File: config.mk
export PLATFORM = sky130hd
export DESIGN_NAME = i3c_ccc_top
export DESIGN_NICKNAME = d
export VERILOG_FILES = /design/src/i3c_pkg.sv /design/src/i3c_ctrl_if.sv /design/src/i3c_ccc_top.sv /design/src/ccc_status.sv /design/src/sdr_serializer.sv /design/src/enthdr_engine.sv /design/src/wb_cmd_regs.sv
export SDC_FILE = /design/constraint.sdc
export NUM_CORES = 1
export LEC_CHECK = 0
export ABC_AREA = 1
export BUFFER_PORTS_ARGS = -buffer_cell sky130_fd_sc_hd__buf_2
export CORE_MARGIN = 2
export CORE_UTILIZATION = 45
export DETAILED_ROUTE_END_ITERATION = 16
export SLEW_MARGIN = 15
export SYNTH_ARGS = -nofsm -noshare
export SYNTH_HDL_FRONTEND = slang
export SYNTH_HIERARCHICAL = 1
export SYNTH_SLANG_ARGS = --single-unit
File: constraint.sdc
create_clock -name i_clk -period 4.22 [get_ports i_clk]
set_input_delay 0.633 -clock i_clk [delete_from_list [all_inputs] [get_ports i_clk]]
set_output_delay 0.633 -clock i_clk [all_outputs]
set_load 0.01 [all_outputs]
File: src/i3c_pkg.sv
package i3c_pkg;

  localparam logic [2:0] SCL_HALF      = 3'd4;      // clocks per scl half period
  localparam logic [7:0] BCAST_HDR_RST = 8'hFC;     // 7'h7E + write
  localparam logic [7:0] ENTHDR0_CODE  = 8'h20;     // enthdr0, hdr-ddr
  localparam logic [4:0] ENTHDR_MASK   = 5'b00100;  // code[7:3] of the enthdr family

  // word addresses on the wishbone side
  localparam logic [1:0] REG_CTRL   = 2'd0;
  localparam logic [1:0] REG_STATUS = 2'd1;
  localparam logic [1:0] REG_HDR    = 2'd2;
  localparam logic [1:0] REG_CCC    = 2'd3;

  localparam int CTRL_START_BIT = 0;   // kick one broadcast ccc
  localparam int CTRL_EXIT_BIT  = 1;   // host signals hdr exit done

  localparam int STAT_BUSY_BIT = 0;
  localparam int STAT_DONE_BIT = 1;
  localparam int STAT_NACK_BIT = 2;
  localparam int STAT_ERR_BIT  = 3;
  localparam int STAT_HDR_BIT  = 4;    // hdr_active
  localparam int STAT_MODE_LSB = 5;    // hdr_mode in bits 7:5

  typedef struct packed {
    logic [6:0] addr;                  // 7'h7E for broadcast
    logic       rnw;                   // must be 0 for a ccc
  } hdr_view_t;

  typedef struct packed {
    logic [4:0] family;                // upper code bits
    logic [2:0] mode;                  // enthdr index 0..7
  } ccc_view_t;

  // one table byte, read as a header or as a ccc code
  typedef union packed {
    hdr_view_t hdr;
    ccc_view_t ccc;
  } frame_byte_u;

  typedef enum logic [2:0] {IDLE, HEADER, ACK, CODE, TBIT} eng_state_e;

endpackage
File: src/i3c_ctrl_if.sv
interface i3c_ctrl_if;

  logic       tx_start;   // pulse, load tx_byte and go
  logic [7:0] tx_byte;    // msb first on sda
  logic       tx_tbit;    // append odd parity after the byte
  logic       ack_start;  // pulse, one released bit and sample
  logic       tx_done;    // pulse at byte end and again at t bit end
  logic       ack_done;   // pulse when the ack bit ends
  logic       ack_nack;   // 1 = nack, valid with ack_done

  modport engine (
    output tx_start, tx_byte, tx_tbit, ack_start,
    input  tx_done, ack_done, ack_nack
  );

  modport phy (
    input  tx_start, tx_byte, tx_tbit, ack_start,
    output tx_done, ack_done, ack_nack
  );

endinterface

File: src/i3c_ccc_top.sv
module i3c_ccc_top (
  input  logic       i_clk,
  input  logic       i_rst_n,
  input  logic       i_wb_cyc,
  input  logic       i_wb_stb,
  input  logic       i_wb_we,
  input  logic [1:0] i_wb_adr,
  input  logic [7:0] i_wb_dat,
  output logic [7:0] o_wb_dat,
  output logic       o_wb_ack,
  output logic       o_scl,
  output logic       o_sda_oe,
  input  logic       i_sda,
  output logic       o_irq
);

  logic                 start;
  logic                 hdr_exit;
  logic                 clr;
  logic                 busy;
  logic                 busy_set;
  logic                 done;
  logic                 nack;
  logic                 err;
  logic [2:0]           mode;
  logic [7:0]           status;
  i3c_pkg::frame_byte_u hdr_entry;
  i3c_pkg::frame_byte_u ccc_entry;

  i3c_ctrl_if u_ctrl_if ();   // engine <-> serializer handshake

  wb_cmd_regs u_wb_cmd_regs (
    .i_clk       (i_clk),
    .i_rst_n     (i_rst_n),
    .i_wb_cyc    (i_wb_cyc),
    .i_wb_stb    (i_wb_stb),
    .i_wb_we     (i_wb_we),
    .i_wb_adr    (i_wb_adr),
    .i_wb_dat    (i_wb_dat),
    .o_wb_dat    (o_wb_dat),
    .o_wb_ack    (o_wb_ack),
    .i_busy      (busy),
    .i_status    (status),
    .o_start     (start),
    .o_exit      (hdr_exit),
    .o_clr       (clr),
    .o_hdr_entry (hdr_entry),
    .o_ccc_entry (ccc_entry)
  );

  enthdr_engine u_enthdr_engine (
    .i_clk       (i_clk),
    .i_rst_n     (i_rst_n),
    .i_start     (start),
    .i_hdr_entry (hdr_entry),
    .i_ccc_entry (ccc_entry),
    .ctrl        (u_ctrl_if.engine),
    .o_done      (done),
    .o_nack      (nack),
    .o_err       (err),
    .o_mode      (mode),
    .o_busy_set  (busy_set)
  );

  sdr_serializer u_sdr_serializer (
    .i_clk    (i_clk),
    .i_rst_n  (i_rst_n),
    .ctrl     (u_ctrl_if.phy),
    .o_scl    (o_scl),
    .o_sda_oe (o_sda_oe),
    .i_sda    (i_sda)
  );

  ccc_status u_ccc_status (
    .i_clk      (i_clk),
    .i_rst_n    (i_rst_n),
    .i_busy_set (busy_set),
    .i_done     (done),
    .i_nack     (nack),
    .i_err      (err),
    .i_mode     (mode),
    .i_clr      (clr),
    .i_exit     (hdr_exit),
    .o_busy     (busy),
    .o_status   (status),
    .o_irq      (o_irq)
  );

endmodule

File: src/ccc_status.sv
module ccc_status (
  input  logic       i_clk,
  input  logic       i_rst_n,
  input  logic       i_busy_set,
  input  logic       i_done,
  input  logic       i_nack,
  input  logic       i_err,
  input  logic [2:0] i_mode,
  input  logic       i_clr,      // status write
  input  logic       i_exit,     // ctrl exit write
  output logic       o_busy,
  output logic [7:0] o_status,
  output logic       o_irq
);

  logic       busy_q;
  logic       done_q;
  logic       nack_q;
  logic       err_q;
  logic       hdr_active_q;
  logic [2:0] mode_q;

  always_ff @(posedge i_clk or negedge i_rst_n)
  begin
    if (!i_rst_n)
    begin
      busy_q       <= 1'b0;
      done_q       <= 1'b0;
      nack_q       <= 1'b0;
      err_q        <= 1'b0;
      hdr_active_q <= 1'b0;
      mode_q       <= 3'd0;
    end
    else
    begin
      if (i_done || i_nack || i_err)
        busy_q <= 1'b0;                       // any end event
      else if (i_busy_set)
        busy_q <= 1'b1;
      done_q <= i_done || (done_q && !i_clr);   // sticky until cleared
      nack_q <= i_nack || (nack_q && !i_clr);
      err_q  <= i_err  || (err_q  && !i_clr);
      if (i_done)
      begin
        hdr_active_q <= 1'b1;                 // bus now in hdr mode
        mode_q       <= i_mode;
      end
      else if (i_exit)
        hdr_active_q <= 1'b0;
    end
  end

  always_comb
  begin
    o_status                                = 8'h00;
    o_status[i3c_pkg::STAT_BUSY_BIT]        = busy_q;
    o_status[i3c_pkg::STAT_DONE_BIT]        = done_q;
    o_status[i3c_pkg::STAT_NACK_BIT]        = nack_q;
    o_status[i3c_pkg::STAT_ERR_BIT]         = err_q;
    o_status[i3c_pkg::STAT_HDR_BIT]         = hdr_active_q;
    o_status[i3c_pkg::STAT_MODE_LSB +: 3]   = mode_q;
  end

  assign o_busy = busy_q;
  assign o_irq  = done_q || nack_q || err_q;   // level irq

endmodule

File: src/sdr_serializer.sv
module sdr_serializer (
  input  logic     i_clk,
  input  logic     i_rst_n,
  i3c_ctrl_if.phy  ctrl,
  output logic     o_scl,     // push-pull, idles low
  output logic     o_sda_oe,  // 1 pulls sda low
  input  logic     i_sda      // resolved line
);

  logic       active_q;
  logic       ack_q;          // current job is the ack bit
  logic       tbit_q;         // parity bit appended
  logic       scl_q;
  logic       sda_oe_q;
  logic       nack_q;
  logic [2:0] half_cnt;
  logic [3:0] bit_cnt;        // index of the bit on the line
  logic [8:0] shift_q;        // {byte, t}
  logic       half_end;
  logic       last_bit;
  logic       byte_end;
  logic       load;

  assign load     = !active_q && (ctrl.tx_start || ctrl.ack_start);
  assign half_end = active_q && (half_cnt == (i3c_pkg::SCL_HALF - 3'd1));
  assign last_bit = ack_q || (bit_cnt == (tbit_q ? 4'd8 : 4'd7));
  assign byte_end = !ack_q && ((bit_cnt == 4'd7) || (bit_cnt == 4'd8));   // byte or t bit out

  always_ff @(posedge i_clk or negedge i_rst_n)
  begin
    if (!i_rst_n)
    begin
      active_q      <= 1'b0;
      ack_q         <= 1'b0;
      tbit_q        <= 1'b0;
      scl_q         <= 1'b0;
      sda_oe_q      <= 1'b0;
      nack_q        <= 1'b0;
      half_cnt      <= 3'd0;
      bit_cnt       <= 4'd0;
      ctrl.tx_done  <= 1'b0;
      ctrl.ack_done <= 1'b0;
    end
    else
    begin
      ctrl.tx_done  <= 1'b0;
      ctrl.ack_done <= 1'b0;
      if (load)
      begin
        active_q <= 1'b1;
        ack_q    <= ctrl.ack_start;
        tbit_q   <= ctrl.tx_start && ctrl.tx_tbit;
        half_cnt <= 3'd0;
        bit_cnt  <= 4'd0;
        sda_oe_q <= ctrl.tx_start && !ctrl.tx_byte[7];   // first bit set while scl low
      end
      else if (half_end)
      begin
        half_cnt <= 3'd0;
        scl_q    <= !scl_q;
        if (!scl_q && ack_q)
          nack_q <= i_sda;          // taken as scl rises, low = ack
        if (scl_q)                  // falling edge closes the bit
        begin
          ctrl.tx_done  <= byte_end;
          ctrl.ack_done <= ack_q;
          if (last_bit)
          begin
            active_q <= 1'b0;
            sda_oe_q <= 1'b0;       // release line
          end
          else
          begin
            bit_cnt  <= bit_cnt + 4'd1;
            sda_oe_q <= !shift_q[7];   // next bit, scl now low
          end
        end
      end
      else if (active_q)
        half_cnt <= half_cnt + 3'd1;
    end
  end

  // data shifter, msb first, odd parity as ninth bit
  always_ff @(posedge i_clk)
  begin
    if (load && ctrl.tx_start)
      shift_q <= {ctrl.tx_byte, ~^ctrl.tx_byte};
    else if (half_end && scl_q && !last_bit)
      shift_q <= {shift_q[7:0], 1'b0};
  end

  assign o_scl         = scl_q;
  assign o_sda_oe      = sda_oe_q;
  assign ctrl.ack_nack = nack_q;

endmodule

File: src/enthdr_engine.sv
module enthdr_engine (
  input  logic                 i_clk,
  input  logic                 i_rst_n,
  input  logic                 i_start,       // pulse from ctrl write
  input  i3c_pkg::frame_byte_u i_hdr_entry,
  input  i3c_pkg::frame_byte_u i_ccc_entry,
  i3c_ctrl_if.engine           ctrl,
  output logic                 o_done,
  output logic                 o_nack,
  output logic                 o_err,
  output logic [2:0]           o_mode,
  output logic                 o_busy_set
);

  i3c_pkg::eng_state_e  state;
  i3c_pkg::frame_byte_u cur_q;       // byte being sent, header then code
  logic                 err_q;
  logic                 start_ok;

  assign start_ok   = i_start && (state == i3c_pkg::IDLE);
  assign o_busy_set = start_ok && !i_hdr_entry.hdr.rnw;   // valid write header only
  assign o_err      = err_q || (start_ok && i_hdr_entry.hdr.rnw);   // rnw err, no bus activity
  assign ctrl.tx_byte = cur_q;

  always_ff @(posedge i_clk or negedge i_rst_n)
  begin
    if (!i_rst_n)
    begin
      state          <= i3c_pkg::IDLE;
      ctrl.tx_start  <= 1'b0;
      ctrl.tx_tbit   <= 1'b0;
      ctrl.ack_start <= 1'b0;
      o_done         <= 1'b0;
      o_nack         <= 1'b0;
      err_q          <= 1'b0;
      o_mode         <= 3'd0;
    end
    else
    begin
      ctrl.tx_start  <= 1'b0;        // pulses default low
      ctrl.ack_start <= 1'b0;
      o_done         <= 1'b0;
      o_nack         <= 1'b0;
      err_q          <= 1'b0;
      case (state)
        i3c_pkg::IDLE:
        begin
          if (o_busy_set)
          begin
            ctrl.tx_start <= 1'b1;   // 7'h7E + w, no parity bit
            ctrl.tx_tbit  <= 1'b0;
            state         <= i3c_pkg::HEADER;
          end
        end
        i3c_pkg::HEADER:
        begin
          if (ctrl.tx_done)
          begin
            ctrl.ack_start <= 1'b1;
            state          <= i3c_pkg::ACK;
          end
        end
        i3c_pkg::ACK:
        begin
          if (ctrl.ack_done)
          begin
            if (ctrl.ack_nack)
            begin
              o_nack <= 1'b1;        // nobody there, back off
              state  <= i3c_pkg::IDLE;
            end
            else if (i_ccc_entry.ccc.family != i3c_pkg::ENTHDR_MASK)
            begin
              err_q <= 1'b1;         // not an enthdr code, stop before code bits
              state <= i3c_pkg::IDLE;
            end
            else
            begin
              ctrl.tx_start <= 1'b1;
              ctrl.tx_tbit  <= 1'b1; // code then t bit, back to back
              state         <= i3c_pkg::CODE;
            end
          end
        end
        i3c_pkg::CODE:
        begin
          if (ctrl.tx_done)
            state <= i3c_pkg::TBIT;  // byte out, parity bit follows
        end
        i3c_pkg::TBIT:
        begin
          if (ctrl.tx_done)
          begin
            o_done <= 1'b1;
            o_mode <= cur_q.ccc.mode;
            state  <= i3c_pkg::IDLE;
          end
        end
        default: state <= i3c_pkg::IDLE;
      endcase
    end
  end

  // frame byte, header at start, code after ack
  always_ff @(posedge i_clk)
  begin
    if (o_busy_set)
      cur_q <= i_hdr_entry;
    else if ((state == i3c_pkg::ACK) && ctrl.ack_done)
      cur_q <= i_ccc_entry;
  end

endmodule

File: src/wb_cmd_regs.sv
module wb_cmd_regs (
  input  logic                 i_clk,
  input  logic                 i_rst_n,
  input  logic                 i_wb_cyc,
  input  logic                 i_wb_stb,
  input  logic                 i_wb_we,
  input  logic [1:0]           i_wb_adr,
  input  logic [7:0]           i_wb_dat,
  output logic [7:0]           o_wb_dat,
  output logic                 o_wb_ack,
  input  logic                 i_busy,      // from status block
  input  logic [7:0]           i_status,
  output logic                 o_start,
  output logic                 o_exit,
  output logic                 o_clr,
  output i3c_pkg::frame_byte_u o_hdr_entry,
  output i3c_pkg::frame_byte_u o_ccc_entry
);

  logic                 ack_q;
  logic                 req;
  logic                 wr;
  logic                 start_q;
  logic                 exit_q;
  logic                 clr_q;
  logic [7:0]           rdata_q;
  i3c_pkg::frame_byte_u hdr_q;             // broadcast header entry
  i3c_pkg::frame_byte_u ccc_q;             // ccc code entry

  assign req = i_wb_cyc && i_wb_stb && !ack_q;   // new classic cycle, ack not yet given
  assign wr  = req && i_wb_we;

  always_ff @(posedge i_clk or negedge i_rst_n)
  begin
    if (!i_rst_n)
    begin
      ack_q   <= 1'b0;
      start_q <= 1'b0;
      exit_q  <= 1'b0;
      clr_q   <= 1'b0;
      rdata_q <= 8'h00;
      hdr_q   <= i3c_pkg::BCAST_HDR_RST;
      ccc_q   <= i3c_pkg::ENTHDR0_CODE;
    end
    else
    begin
      ack_q   <= req;                                             // one cycle ack
      start_q <= wr && (i_wb_adr == i3c_pkg::REG_CTRL) &&
                 i_wb_dat[i3c_pkg::CTRL_START_BIT] && !i_busy;   // dropped while busy
      exit_q  <= wr && (i_wb_adr == i3c_pkg::REG_CTRL) &&
                 i_wb_dat[i3c_pkg::CTRL_EXIT_BIT];
      clr_q   <= wr && (i_wb_adr == i3c_pkg::REG_STATUS);        // any data clears
      if (wr && (i_wb_adr == i3c_pkg::REG_HDR))
        hdr_q <= i_wb_dat;
      if (wr && (i_wb_adr == i3c_pkg::REG_CCC))
        ccc_q <= i_wb_dat;
      if (req && !i_wb_we)
      begin
        case (i_wb_adr)
          i3c_pkg::REG_STATUS: rdata_q <= i_status;
          i3c_pkg::REG_HDR:    rdata_q <= hdr_q;
          i3c_pkg::REG_CCC:    rdata_q <= ccc_q;
          default:             rdata_q <= 8'h00;   // ctrl is write only
        endcase
      end
    end
  end

  assign o_wb_ack    = ack_q;
  assign o_wb_dat    = rdata_q;    // valid together with ack
  assign o_start     = start_q;
  assign o_exit      = exit_q;
  assign o_clr       = clr_q;
  assign o_hdr_entry = hdr_q;
  assign o_ccc_entry = ccc_q;

endmodule

==> run_results.csv <==
group,metric,value,unit
logic_synthesis,ys_warn_count,6,
detailed_routing,viasPerCell,5.02,
critical_path,worstPathMaxFanout,8,
critical_path,crit_path_cell_trace,"nand3_4 > nor2_8 > nand4_2 > nand2_1",
detailed_routing,drc,0,
cells_and_area,fillers,802,
sta,skew,0.0105,ns
detailed_routing,drtPass1Iterations,4,
cells_and_area,final_nets,488,
pwr,p_leak,2.19,nW
critical_path,r2r-start,"u_sdr_serializer/active_q",
logic_synthesis,synth_cell_types,37,
logic_synthesis,synth_area,3900,sq um
logic_synthesis,synth_area_per_cell,8.73,sq um
clocking,cts_hold_buffers,0,
floorplanning,core,8300,sq um
pwr,power_density,380,nW/um^2
floorplanning,initial_core_util,47.0,%
placed_design,io_buffer_count,27,
sta,final.setup.tns,0,ns
critical_path,arrival,1.73,ns
sta,worst_slack,2.51,ns
critical_path,cp.required,4.24,ns
status,status,"complete, no violations",
cells_and_area,utilization,51.0,%
detailed_routing,drtAntennaViolNets,0,
placed_design,globalplace.congestion,0.810,
global_route,antenna_found_initial,0,
pwr,seqPwrFrac,55.6,%
global_route,grt_max_degree,42,
critical_path,worstSetupPathType,"flip-flop to flip-flop",
logic_synthesis,synth_common_cells,"171 x nand2_1, 56 x dfrtp_1, 46 x nand3_1",
global_route,grt.overflow.total,0,
logic_synthesis,synthCells,447,
detailed_routing,wl_per_cell,13.5,um
sta,hold_viol,0,
cells_and_area,diodes,0,
logic_synthesis,ys.flop_type,"dfrtp_1",
clocking,cts_htree_levels,3,
sta,clock.fmax,585,MHz
floorplanning,die_y,97.1,um
pwr,ir_worst_vdd,176,uV
sta,slew_violations,0,
global_route,grt_pass1_vias,2814,
logic_synthesis,synth-edff-count,16,
global_route,grt_pass1_wl,13500,um
critical_path,critPathLaunchType,"flip-flop",
sta,rsz0062_at_grt,"no",
sta,tightest_slew,0.531,ns
clocking,cts_resized,0,
detailed_routing,vias,2905,
critical_path,cp_slowest_stage_delay,0.60,ns
clocking,insertion_delay,0.35,ns
critical_path,worst_setup_path_end_kind,"flip-flop",
pwr,switchingPower,0.430,mW
sta,slew_headroom,64.6,%
critical_path,r2r_slack,2.51,ns
logic_synthesis,yosys_register_bits,79,
cells_and_area,drive_gt1_share,16.7,%
sta,holdWs,0.241,ns
critical_path,critPathBufInv,0,
placed_design,post-place-cells,563,
logic_synthesis,synth_most_common_cell,"nand2_1",
floorplanning,io_pins,28,
critical_path,crit_path_top_delay_cell,"dfrtp_1",
clocking,cts_tree,"done",
pwr,internal_power,1.18,mW
cells_and_area,multi_input_area,1530,sq um
clocking,postCtsSetupBuffers,0,
logic_synthesis,syn-num-nets,466,
critical_path,rr_worst_depth,4,
cells_and_area,area_growth,8.50,%
logic_synthesis,synth_top_area_cell,"dfrtp_1",
detailed_routing,wl,7830,um
pwr,switching_share,26.7,%
clocking,cts_buffers,9,
placed_design,place_ws,2.40,ns
cells_and_area,instances_no_fill,579,
logic_synthesis,synth-seq-area-share,53.0,%
logic_synthesis,synth_area_leaders,"dfrtp_1 36%, nand2_1 16%, edfxtp_1 12%",
floorplanning,fp.dieW,97.1,um
sta,fin_crit_sh,40.5,%
floorplanning,dieArea,9430,sq um
logic_synthesis,async_flop_share,79.7,%
job,drv_cap,0,
hold_path,min_path_type,"input pin to asynchronous set/reset pin",
global_route,grt_usage,17.9,%
critical_path,worstReg2RegEnd,"u_sdr_serializer/shift_q[1]",
placed_design,place_hpwl,5690,um
sta,finalSetupViolCount,0,
pwr,p_clk_share,34.2,%
clocking,clock_sinks,79,
clocking,clock-root-buffer,"clkbuf_8",
clocking,clock_path_buffers,2,
cells_and_area,regArea,2070,sq um
sta,period_needed,1.71,ns
floorplanning,rows,33,
critical_path,path_delay_family,"simple AND/OR/NAND/NOR gates",
logic_synthesis,yosysTopAreaCellShare,35.9,%
detailed_routing,drt-initial-drc-count,138,
clocking,path_clk_slew,0.08,ns
pwr,p_comb_share,10.2,%
==> stage by stage <==
step                      power (mW)  instance area [sq um]
after floorplan                 1.01                   3900
after CTS                       1.63                   4230
final                           1.61                   4230
after global routing            1.69                   4230
after detailed placement        1.08                   4040
after global placement          1.07                   4040
==> sequential cells by signal (all words and copies together) (netlist names), 3 cells and up <==
| signal | cells |
|---|---|
| u_sdr_serializer/bit_cnt | 4 |
| u_ccc_status/mode_q | 3 |
| u_sdr_serializer/shift_q | 8 |
| u_enthdr_engine/state | 3 |
| u_enthdr_engine/ctrl.tx_byte | 8 |
| u_sdr_serializer/half_cnt | 3 |
| u_enthdr_engine/o_mode | 3 |
| u_wb_cmd_regs/o_wb_dat | 8 |
| u_wb_cmd_regs/o_hdr_entry | 8 |
| u_wb_cmd_regs/o_ccc_entry | 8 |
==> cell families after synthesis <==
kind of cell	after synthesis	synth area share (%)
buf+inv	63	7.95
flops	79	53.0
fa+ha+maj	3	0.962
xor+xnor	7	1.57
simple gates	278	33.6
compound gates	17	2.92
==> placed cells by master, fill, tap and decap left out, drive strengths merged <==
cell / instances
nand2: 172
dfrtp: 56
nand3: 50
inv: 46
nor2: 30
buf: 28
nand4: 21
edfxtp: 16
clkbuf: 11
dfstp: 7
o21ai: 6
a21oi: 5
xor2: 4
xnor2: 3
ha: 3
nor3: 3
clkinvlp: 2
clkinv: 2
a211oi: 2
bufinv: 1
o21bai: 1
a31o: 1
a22o: 1
or2: 1
a32o: 1
nand3b: 1
==> worst reg2reg max path, stage by stage (launching register included) <==
cell	delay, ns
dfrtp_1	0.60
nand3_4	0.16
nor2_8	0.14
nand4_2	0.16
nand2_1	0.32
==> power by group through the flow <==
stage	clock network, mW	registers [mW]	logic (mW)
3_5_place_dp	0	0.909	0.166
3_3_place_gp	0	0.910	0.161
5_1_grt	0.601	0.903	0.191
2_1_floorplan	0	0.899	0.111
4_1_cts	0.567	0.894	0.167
6_report	0.551	0.895	0.164
==> cell type report <==
cell class / instances / share of cell area, %
flip-flops and latches: 79 / 48.8
multi-input cells: 305 / 36.0
inverters: 46 / 4.20
repair buffers: 28 / 3.37
clock buffers: 11 / 3.10
well taps: 105 / 3.10
clock inverters: 5 / 1.39
==> worst max path at each step <==
stage          cells after the start  slack (ns)                           to                    startpoint
2_1_floorplan                      5        2.73  u_sdr_serializer/shift_q[0]  u_sdr_serializer/half_cnt[0]
3_3_place_gp                       7        2.44    u_wb_cmd_regs/o_wb_dat[7]                      i_wb_cyc
3_5_place_dp                       7        2.40    u_wb_cmd_regs/o_wb_dat[4]                      i_wb_cyc
4_1_cts                            4        2.49  u_sdr_serializer/shift_q[0]     u_sdr_serializer/active_q
5_1_grt                            5        2.39  u_sdr_serializer/shift_q[1]  u_sdr_serializer/half_cnt[0]
6_report                           4        2.51  u_sdr_serializer/shift_q[1]     u_sdr_serializer/active_q
==> metal layers <==
| layer | global-route usage (%) | vias to the layer above | routed length [um] |
|---|---|---|---|
| met5 | 0 | - | 0 |
| met1 | 24.5 | 1348 | 3780 |
| met4 | 8.02 | 0 | 233 |
| li1 | - | 1482 | - |
| met3 | 3.45 | 19 | 222 |
| met2 | 27.8 | 56 | 3600 |
(Power assumes the default switching activity.)
